[src/include/aud_settings.svh]
`ifndef AUD_SETTINGS_SVH
`define AUD_SETTINGS_SVH

// **************************************************
// audio capture sizing
// **************************************************

// width of one mono sample in bits.
`define AUD_SAMPLE_W 16

// sram word address width.
`define AUD_ADDR_W 20

// default number of samples before the sram counts as full.
`define AUD_MAX_SAMPLES 1024000

// entries in the sample buffer between recorder and writer.
`define AUD_FIFO_DEPTH 4

`endif

[src/aud_pkg.sv]
`include "aud_settings.svh"

package aud_pkg;

    typedef logic [`AUD_SAMPLE_W-1:0] sample_t;   // one audio sample.
    typedef logic [`AUD_ADDR_W-1:0]   addr_t;     // sram word address.

    // recorder control states.
    typedef enum logic [2:0] {
        REC_IDLE,
        REC_WAIT,
        REC_SHIFT,
        REC_PAUSE,
        REC_FINISH
    } rec_state_e;

    typedef enum logic [1:0] {
        WR_IDLE,
        WR_RUN,
        WR_FULL                                   // drains only after the limit.
    } wr_state_e;

endpackage

[src/aud_capture_top.sv]
`include "aud_settings.svh"

module aud_capture_top
    import aud_pkg::*;
#(
    parameter int FIFO_DEPTH  = `AUD_FIFO_DEPTH,
    parameter int MAX_SAMPLES = `AUD_MAX_SAMPLES
) (
    input  logic    i_clk,
    input  logic    i_rst_n,
    input  logic    i_lrc,
    input  logic    i_data,
    input  logic    i_start,
    input  logic    i_pause,
    input  logic    i_stop,
    input  logic    i_sram_grant,
    output logic    o_sram_we,
    output addr_t   o_sram_addr,
    output sample_t o_sram_data,
    output logic    o_busy,
    output logic    o_full,
    output logic    o_overrun
);

    logic    rec_start;
    logic    smp_valid;
    sample_t smp_data;
    sample_t head_data;
    logic    not_empty;
    logic    pop;

    // **************************************************
    // recorder -> fifo -> writer
    // **************************************************
    aud_recorder u_recorder (
        .i_clk       (i_clk),
        .i_rst_n     (i_rst_n),
        .i_lrc       (i_lrc),
        .i_data      (i_data),
        .i_start     (i_start),
        .i_pause     (i_pause),
        .i_stop      (i_stop),
        .o_rec_start (rec_start),
        .o_smp_valid (smp_valid),
        .o_smp_data  (smp_data),
        .o_busy      (o_busy)
    );

    sample_fifo #(
        .DEPTH (FIFO_DEPTH)
    ) u_fifo (
        .i_clk       (i_clk),
        .i_rst_n     (i_rst_n),
        .i_clear     (rec_start),
        .i_push      (smp_valid),
        .i_pop       (pop),
        .i_data      (smp_data),
        .o_head      (head_data),
        .o_not_empty (not_empty),
        .o_overrun   (o_overrun)
    );

    sram_writer #(
        .MAX_SAMPLES (MAX_SAMPLES)
    ) u_writer (
        .i_clk        (i_clk),
        .i_rst_n      (i_rst_n),
        .i_clear      (rec_start),               // restart at address 0.
        .i_not_empty  (not_empty),
        .i_sram_grant (i_sram_grant),
        .i_head       (head_data),
        .o_pop        (pop),
        .o_sram_we    (o_sram_we),
        .o_sram_addr  (o_sram_addr),
        .o_sram_data  (o_sram_data),
        .o_full       (o_full)
    );

endmodule

[src/aud_recorder.sv]
`include "aud_settings.svh"

module aud_recorder
    import aud_pkg::*;
(
    input  logic    i_clk,
    input  logic    i_rst_n,
    input  logic    i_lrc,
    input  logic    i_data,
    input  logic    i_start,
    input  logic    i_pause,
    input  logic    i_stop,
    output logic    o_rec_start,
    output logic    o_smp_valid,
    output sample_t o_smp_data,
    output logic    o_busy
);

    rec_state_e state_r, state_w;
    logic       lrc_r;
    logic [3:0] cnt_r, cnt_w;
    sample_t    shift_r, shift_w;
    logic       valid_r, valid_w;
    logic       start_r, start_w;
    logic       frame_edge;

    assign frame_edge  = lrc_r && !i_lrc;         // lrc just went low.
    assign o_rec_start = start_r;
    assign o_smp_valid = valid_r;
    assign o_smp_data  = shift_r;
    assign o_busy      = (state_r != REC_IDLE);

    // **************************************************
    // control fsm
    // **************************************************
    always_comb begin
        state_w = state_r;
        cnt_w   = cnt_r;
        shift_w = shift_r;
        valid_w = 1'b0;
        start_w = 1'b0;
        case (state_r)
            REC_IDLE: begin
                if (i_start) begin
                    state_w = REC_WAIT;
                    start_w = 1'b1;
                end
            end
            REC_WAIT: begin
                if (i_stop) begin
                    state_w = REC_FINISH;
                end else if (i_pause) begin
                    state_w = REC_PAUSE;
                end else if (frame_edge) begin
                    // this edge carries the msb.
                    shift_w = {shift_r[`AUD_SAMPLE_W-2:0], i_data};
                    cnt_w   = 4'(`AUD_SAMPLE_W - 2);
                    state_w = REC_SHIFT;
                end
            end
            REC_SHIFT: begin
                if (i_stop) begin
                    state_w = REC_FINISH;             // partial frame lost.
                end else if (i_pause) begin
                    state_w = REC_PAUSE;
                end else begin
                    shift_w = {shift_r[`AUD_SAMPLE_W-2:0], i_data};
                    if (cnt_r == 4'd0) begin
                        valid_w = 1'b1;
                        state_w = REC_WAIT;
                    end else begin
                        cnt_w = cnt_r - 4'd1;
                    end
                end
            end
            REC_PAUSE: begin
                if (i_stop) begin
                    state_w = REC_FINISH;
                end else if (i_pause) begin
                    state_w = REC_WAIT;               // resume.
                end
            end
            REC_FINISH: state_w = REC_IDLE;
            default:    state_w = REC_IDLE;
        endcase
    end

    always_ff @(posedge i_clk) begin
        if (i_rst_n) begin
            state_r <= REC_IDLE;
            lrc_r   <= 1'b0;
            cnt_r   <= 4'd0;
            valid_r <= 1'b0;
            start_r <= 1'b0;
        end else begin
            state_r <= state_w;
            lrc_r   <= i_lrc;
            cnt_r   <= cnt_w;
            valid_r <= valid_w;
            start_r <= start_w;
        end
    end

    always_ff @(posedge i_clk) begin
        shift_r <= shift_w;
    end

    // **************************************************
    // checks
    // **************************************************
    a_no_valid_in_pause: assert property (@(posedge i_clk) disable iff (i_rst_n)
        (state_r == REC_PAUSE) |-> !o_smp_valid);

    a_rec_start_pulse: assert property (@(posedge i_clk) disable iff (i_rst_n)
        o_rec_start |=> !o_rec_start);

endmodule

[src/sample_fifo.sv]
`include "aud_settings.svh"

module sample_fifo
    import aud_pkg::*;
#(
    parameter int DEPTH = `AUD_FIFO_DEPTH
) (
    input  logic    i_clk,
    input  logic    i_rst_n,
    input  logic    i_clear,
    input  logic    i_push,
    input  logic    i_pop,
    input  sample_t i_data,
    output sample_t o_head,
    output logic    o_not_empty,
    output logic    o_overrun
);

    localparam int PTR_W = (DEPTH > 1) ? $clog2(DEPTH) : 1;
    localparam int CNT_W = $clog2(DEPTH + 1);

    sample_t          mem [DEPTH];
    logic [PTR_W-1:0] rd_ptr_r, wr_ptr_r;
    logic [CNT_W-1:0] count_r;
    logic             overrun_r;
    logic             empty, full, do_push, do_pop;

    function automatic logic [PTR_W-1:0] next_ptr(input logic [PTR_W-1:0] ptr);
        return (ptr == PTR_W'(DEPTH - 1)) ? '0 : ptr + 1'b1;
    endfunction

    assign empty       = (count_r == '0);
    assign full        = (count_r == CNT_W'(DEPTH));
    assign do_pop      = i_pop && !empty;
    assign do_push     = i_push && (!full || do_pop);  // full slot frees this cycle.
    assign o_head      = mem[rd_ptr_r];
    assign o_not_empty = !empty;
    assign o_overrun   = overrun_r;

    always_ff @(posedge i_clk) begin
        if (i_rst_n || i_clear) begin
            rd_ptr_r  <= '0;
            wr_ptr_r  <= '0;
            count_r   <= '0;
            overrun_r <= 1'b0;
        end else begin
            if (do_push) wr_ptr_r <= next_ptr(wr_ptr_r);
            if (do_pop)  rd_ptr_r <= next_ptr(rd_ptr_r);
            case ({do_push, do_pop})
                2'b10:   count_r <= count_r + 1'b1;
                2'b01:   count_r <= count_r - 1'b1;
                default: count_r <= count_r;
            endcase
            if (i_push && !do_push) overrun_r <= 1'b1;  // sample dropped.
        end
    end

    always_ff @(posedge i_clk) begin
        if (do_push) mem[wr_ptr_r] <= i_data;
    end

    a_no_pop_empty: assert property (@(posedge i_clk) disable iff (i_rst_n)
        i_pop |-> !empty);

endmodule

[src/sram_writer.sv]
`include "aud_settings.svh"

module sram_writer
    import aud_pkg::*;
#(
    parameter int MAX_SAMPLES = `AUD_MAX_SAMPLES
) (
    input  logic    i_clk,
    input  logic    i_rst_n,
    input  logic    i_clear,
    input  logic    i_not_empty,
    input  logic    i_sram_grant,
    input  sample_t i_head,
    output logic    o_pop,
    output logic    o_sram_we,
    output addr_t   o_sram_addr,
    output sample_t o_sram_data,
    output logic    o_full
);

    wr_state_e state_r, state_w;
    addr_t     addr_r, addr_w;
    logic      write;

    // a write needs both a sample and the port.
    assign write       = (state_r == WR_RUN) && i_not_empty && i_sram_grant;
    assign o_pop       = write || ((state_r == WR_FULL) && i_not_empty);
    assign o_sram_we   = write;
    assign o_sram_addr = addr_r;
    assign o_sram_data = i_head;
    assign o_full      = (state_r == WR_FULL);

    always_comb begin
        state_w = state_r;
        addr_w  = addr_r;
        if (i_clear) begin
            state_w = WR_RUN;                         // new recording.
            addr_w  = '0;
        end else begin
            case (state_r)
                WR_RUN: begin
                    if (write) begin
                        if (addr_r == addr_t'(MAX_SAMPLES - 1)) begin
                            state_w = WR_FULL;
                        end else begin
                            addr_w = addr_r + 1'b1;
                        end
                    end
                end
                WR_IDLE: state_w = WR_IDLE;
                WR_FULL: state_w = WR_FULL;           // only a clear leaves.
                default: state_w = WR_IDLE;
            endcase
        end
    end

    always_ff @(posedge i_clk) begin
        if (i_rst_n) begin
            state_r <= WR_IDLE;
            addr_r  <= '0;
        end else begin
            state_r <= state_w;
            addr_r  <= addr_w;
        end
    end

    a_addr_in_range: assert property (@(posedge i_clk) disable iff (i_rst_n)
        o_sram_we |-> (32'(o_sram_addr) < MAX_SAMPLES));

endmodule

[config.mk]
export PLATFORM = sky130hd
export DESIGN_NAME = aud_capture_top
export DESIGN_NICKNAME = d
export VERILOG_FILES = /design/src/aud_pkg.sv /design/src/aud_capture_top.sv /design/src/aud_recorder.sv /design/src/sample_fifo.sv /design/src/sram_writer.sv
export VERILOG_INCLUDE_DIRS = /design/src /design/src/include
export SDC_FILE = /design/constraint.sdc
export NUM_CORES = 1
export LEC_CHECK = 0
export ABC_CLOCK_PERIOD_IN_PS = 4730
export BUFFER_PORTS_ARGS = -buffer_cell sky130_fd_sc_hd__buf_4
export CAP_MARGIN = 25
export CORE_MARGIN = 2
export CORE_UTILIZATION = 40
export CTS_CLUSTER_DIAMETER = 30
export CTS_CLUSTER_SIZE = 12
export DETAILED_ROUTE_END_ITERATION = 10
export SYNTH_ARGS = -nofsm -noshare
export SYNTH_HDL_FRONTEND = slang
export SYNTH_SLANG_ARGS = --single-unit
[constraint.sdc]
create_clock -name i_clk -period 4.73 [get_ports i_clk]
set_input_delay 0.946 -clock i_clk [delete_from_list [all_inputs] [get_ports i_clk]]
set_output_delay 0.946 -clock i_clk [all_outputs]
set_load 0.02 [all_outputs]
== After elaboration in Yosys (flattened, before gate mapping) ==
Memory sizes are Yosys's and may differ from the RTL's. A register that Yosys moved wholly into a read port is not among the register bits.
Index checks and enable logic that the tools add are counted.
Word-level totals
  register bits: 56
  RAM bits: 64
  input port bits: 8
  output and inout port bits: 40
  word-level logic and storage cells: 113
  memories: 1
Memories
  u_fifo.mem: words 4, bits a word 16, rd ports 1, clocked after memory_dff 1, write ports 1, RTL line sample_fifo.sv:22  | sample_t mem [DEPTH];
Cells by class
  add/subtract/negate cells: 6
  equality and inequality tests: 25
  multiplexer cells: 36
  bitwise operators: 3
  reductions and logical operators: 29
Operators by type and width (number)
  two-way mux 16 bit: 5
  one-hot mux 16 bit (2 select lines): 1
  two-way mux 3 bit: 9
  two-way mux 4 bit: 6
  adder 20 x 1 -> 20 bit (second input constant): 1
  == test 20 bit (second input constant): 1
  != test 2 bit (second input constant): 7
  two-way mux 2 bit: 6
  one-hot mux 3 bit (4 select lines): 1
  == test 2 bit (second input constant): 4
  != test 4 x 3 -> 1 bit (second input constant): 2
  one-hot mux 4 bit (2 select lines): 1
  logical AND 1 bit: 7
  AND reduction 7 bit: 1
  == test 3 x 2 -> 1 bit (second input constant): 2
  logical NOT 3 bit: 2
  != test 3 bit (second input constant): 2
  one-hot mux 3 bit (2 select lines): 1
  AND reduction 6 bit: 1
  two-way mux 1 bit: 5
  adder 2 x 1 -> 2 bit (second input constant): 2
  == test 2 x 1 -> 1 bit (second input constant): 2
  logical NOT 1 bit: 4
  logical NOT 4 bit: 1
  17 further kinds: 25

== Logic depth before layout (Yosys ltp) ==
  depth in word-level cells: 10
  depth in mapped cells: 10
  mapped depth without buffers: 10

== Hierarchy ==
From an unflattened synthesis, not the netlist that was laid out.
Second synthesis, totals
  cell total of the unflattened synthesis: 402
  area total of the unflattened synthesis: 5397.7 um^2
Modules (own cells, without submodules)
  sample_fifo: times used 1, cells an instance 157, area each 2950.3 um^2, sequential area each 2122.0 um^2
  sram_writer: times used 1, cells an instance 159, area each 1372.6 um^2, sequential area each 440.4 um^2
  aud_recorder: times used 1, cells an instance 86, area each 1074.8 um^2, sequential area each 680.7 um^2

== Worst setup path after synthesis ==
No wires, ideal clock.
  kind: input -> register
  start: input i_sram_grant
  end: register u_fifo.count_r[2]
  setup time: 0.070 ns
  arrival time: 2.674 ns
  required time: 4.660 ns
  setup slack: 1.986 ns
  cell stages on the path: 8
  path buffers: 0
  path through: a21oi_1 > a31oi_1 > inv_1 > ha_1 > fa_1 > xnor2_1 > or3_1 > a21oi_1
Between the ends
  cells in the longest elaborated chain, start to end: 7
RTL lines
  from (decl): RTL line aud_capture_top.sv:16  | input logic i_sram_grant,
  logical AND 1 bit (*): RTL line sram_writer.sv:26  | assign write = (state_r == WR_RUN) && i_not_empty && i_sram_grant;
  logical OR 1 bit (*): RTL line sram_writer.sv:27  | assign o_pop = write || ((state_r == WR_FULL) && i_not_empty);
  logical AND 1 bit (*): RTL line sample_fifo.sv:34  | assign do_pop = i_pop && !empty;
  logical OR 1 bit: RTL line sample_fifo.sv:35  | assign do_push = i_push && (!full || do_pop);
  logical AND 1 bit: RTL line sample_fifo.sv:35
  == test 2 x 1 -> 1 bit / == test 2 bit (equally long branches): RTL line sample_fifo.sv:49  | case ({do_push, do_pop})
  one-hot mux 3 bit (2 select lines) / nonzero test 2 bit (equally long branches)
  to (signal assigned): RTL line sample_fifo.sv:50  | 2'b10: count_r <= count_r + 1'b1;
  to (signal assigned): RTL line sample_fifo.sv:51  | 2'b01: count_r <= count_r - 1'b1;
  to (signal assigned): RTL line sample_fifo.sv:52  | default: count_r <= count_r;
  to (decl): RTL line sample_fifo.sv:24  | logic [CNT_W-1:0] count_r;
Every way passes the cells marked *; elsewhere a longest branch is shown, timed or not.
A chain may end at the register's enable or synchronous reset.

==> results.sh <==
export IMPL_outcome="completed"
export IMPL_setup_violations=0
export IMPL_synth_cell_types=55
export IMPL_fmax_mhz=338.7
export IMPL_clock_latency_ps=410
export IMPL_clockRootBuffer="clkbuf_16"
export IMPL_dieHeight_microns=117.1
export IMPL_avgRoutedWirePerCell_microns=15.90
export IMPL_synth_edf_count=80
export IMPL_drt_pass1_iter_count=4
export IMPL_path_buf_inv=2
export IMPL_core_rowCount=41
export IMPL_utilization_pct=49.90
export IMPL_maxSlewViolCount=0
export IMPL_drive_gt1_share_pct=25.62
export IMPL_synth_seq_area_share_pct=63.37
export IMPL_grt_max_degree=25
export IMPL_relSlewSlack_pct=37.49
export IMPL_dieArea_sq_mm=0.01371
export IMPL_critPathKind="reg -> out"
export IMPL_synthArstFlopShare_pct=0
export IMPL_synth_top_area_share_pct=46.94
export IMPL_synth_nets=389
export IMPL_cts_resized=0
export IMPL_ys_flop_type="edfxtp_1"
export IMPL_design_core_area_sq_mm=0.01257
export IMPL_grt_setup_unrepaired="false"
export IMPL_cts_tree="done"
export IMPL_start_kind="flop"
export IMPL_worstPathCellList="buf_16 -> mux4_2 -> buf_4"
export IMPL_worstMarginPinSlew_ps=929.9
export IMPL_layout_common_cells="edfxtp_1 (80), buf_4 (50), dfxtp_1 (42)"
export IMPL_start_util_pct=40.72
export IMPL_worst_ep_arrival_time_ps=2010
export IMPL_clkPwrFrac_pct=50.3
export IMPL_cts_hold_buffers=0
export IMPL_yosysTopAreaCell="edfxtp_1"
export IMPL_skew_ps=9.927
export IMPL_cp_data_required_time_ps=3780
export IMPL_netlist_top_cells_area="edfxtp_1 (47%), dfxtp_1 (16%), mux4_2 (7.0%)"
export IMPL_io_buffers=47
export IMPL_finalCritPeriodShare_pct=62.42
export IMPL_cts_buffers_inserted=17
export IMPL_fin_nets=447
export IMPL_num_antenna_cells=0
export IMPL_leakagePower_nw=2.098
export IMPL_crit_slowest_cell="dfxtp_1"
export IMPL_htreeDepth=4
export IMPL_antenna_found_initial=0
export IMPL_tns_ps=0
export IMPL_dr_total_vias=3278
export IMPL_ys_ff_latch=122
export IMPL_p_switching_uw=524.2
export IMPL_dp_hpwl_mm=6.119
export IMPL_final_hold_violation_count=0
export IMPL_fin_crit_ps=2953
export IMPL_io_pins=48
export IMPL_cellPowerDensity_mw_per_mm2=392.9
export IMPL_path_clk_slew_ps=60
export IMPL_drc=0
export IMPL_syn_cell_area_sq_mm=0.005117
export IMPL_wl_mm=9.746
export IMPL_p_int_mw=1.940
export IMPL_path_delay_family="flip-flops"
export IMPL_power_frac_seq_pct=46.6
export IMPL_max_stage_delay_ps=680
export IMPL_cp_max_fo=9
export IMPL_syn_instance_count=370
export IMPL_cap_viol_max_count=0
export IMPL_grt_pass1_wl_mm=15.80
export IMPL_clock_path_buffers=2
export IMPL_syn_avg_cell_area_sq_um=13.83
export IMPL_first_iter_violations=208
export IMPL_first_global_vias=3123
export IMPL_peakVddDrop_uv=202.3
export IMPL_final_common_cell="edfxtp_1"
export IMPL_vias_per_cell=5.347
export IMPL_cts_num_sinks=122
export IMPL_postRouteAntennaNets=0
export IMPL_swShare_pct=21.27
export IMPL_die_w_microns=117.1
export IMPL_area_delta_synth_final_pct=22.54
export IMPL_worst_setup_path_end_kind="output pin"
export IMPL_postCtsSetupBuffers=0
export IMPL_gp_congestion=0.8115
export IMPL_grt_total_usage_pct=15.35
export IMPL_combPwrFrac_pct=3.1
export IMPL_yosys_warnings=0
export IMPL_grt_overflow_total=0
export IMPL_worstHoldPathType="reg -> reg"
-- cell families (layout without fill, tap and decap cells) --
logic type | count (synthesis) | count (layout) | synth area share, %
DFF | 122 | 122 | 63.37
and+or+nand+nor | 117 | 117 | 13.40
AOI/OAI and AO/OA | 56 | 56 | 7.727
muxes | 31 | 31 | 9.976
buffers and inverters | 31 | 102 | 2.347
adders and majority gates | 11 | 11 | 2.836
xor gates and xnor gates | 2 | 2 | 0.3424
-- sequential cells by signal, indices dropped and copies added (netlist names), 3 cells and up, named ones only --
signal                 flops
u_fifo.mem                64
u_fifo.count_r             3
u_recorder.state_r         3
u_recorder.o_smp_data     16
u_recorder.cnt_r           4
u_writer.o_sram_addr      20
-- cell usage after synthesis, types with 2 or more instances --
cell and n:
nand4_1 6, dfxtp_1 42, edfxtp_1 80, o22ai_1 2, nor3_1 8, nand3_1 8
ha_1 10, or4_4 2, nand2_1 27, buf_2 3, o21a_1 3, or4_1 4
or3_1 10, nand2b_1 2, o21ai_0 9, a2111o_1 3, nor4b_1 2, inv_1 17
and4_1 2, and3_1 2, mux4_2 16, nor2_1 15, a41oi_1 3, nor3b_1 3
or3_2 2, o31ai_1 5, mux2i_1 15, clkbuf_1 10, nor4_2 2, nor4_1 9
a211oi_1 3, a21oi_1 17, and2_1 5, a211o_1 2
-- per-stage QoR --
step	power [mW]	instance area (sq um)	worst slack [ps]	std cells	hold slack, ps
2_1_floorplan	1.219	5117	1986	370	458.7
3_3_place_gp	1.244	5652	1737	578	467.1
6_report	2.464	6271	1777	613	492.2
3_5_place_dp	1.246	5679	1631	579	485.9
5_1_grt	2.553	6271	1654	613	521.2
4_1_cts	2.490	6255	1715	611	494.0
-- tightest hold or removal path, cell delays in order, from the launching register on --
cell     delay [ps]
dfxtp_1         330
a41oi_1          50
nor2_1           80
-- layout make-up --
type / count / area [sq um]
Clock buffer: 17 / 425.4
Clock inverter: 15 / 150.1
Fill cell: 1060 / 6297
Inverter: 17 / 63.81
Multi-Input combinational cell: 217 / 1754
Sequential cell: 122 / 3243
Tap cell: 172 / 215.2
Timing Repair Buffer: 53 / 419.2
-- routing by layer --
metal	GRT usage, %	share of wire, %	vias to the layer above
met5	0	0	-
met4	6.039	0.86	0
met3	5.252	4.6	5
met2	23.82	48	79
met1	19.95	47	1613
li1	-	-	1581
-- power by group through the flow --
stage               Clock [mW]  Combinational [mW]  Sequential [mW]
global route              1.32              0.0858             1.15
CTS                       1.27              0.0757             1.15
floorplan                    0              0.0553             1.16
global placement             0              0.0735             1.17
finish                    1.24              0.0767             1.15
detailed placement           0              0.0755             1.17
-- worst paths after layout --
check | start | endpoint | slack [ps] | cells past startpoint
min | u_fifo.o_overrun | u_fifo.o_overrun | 490 | 2
max reg2reg | u_writer.state_r[1] | u_fifo.count_r[2] | 2040 | 10
max | flop | o_sram_data[12] | 1780 | 3
min reg2reg | u_fifo.o_overrun | u_fifo.o_overrun | 490 | 2
Note: power is estimated with default switching activity, not from simulation.
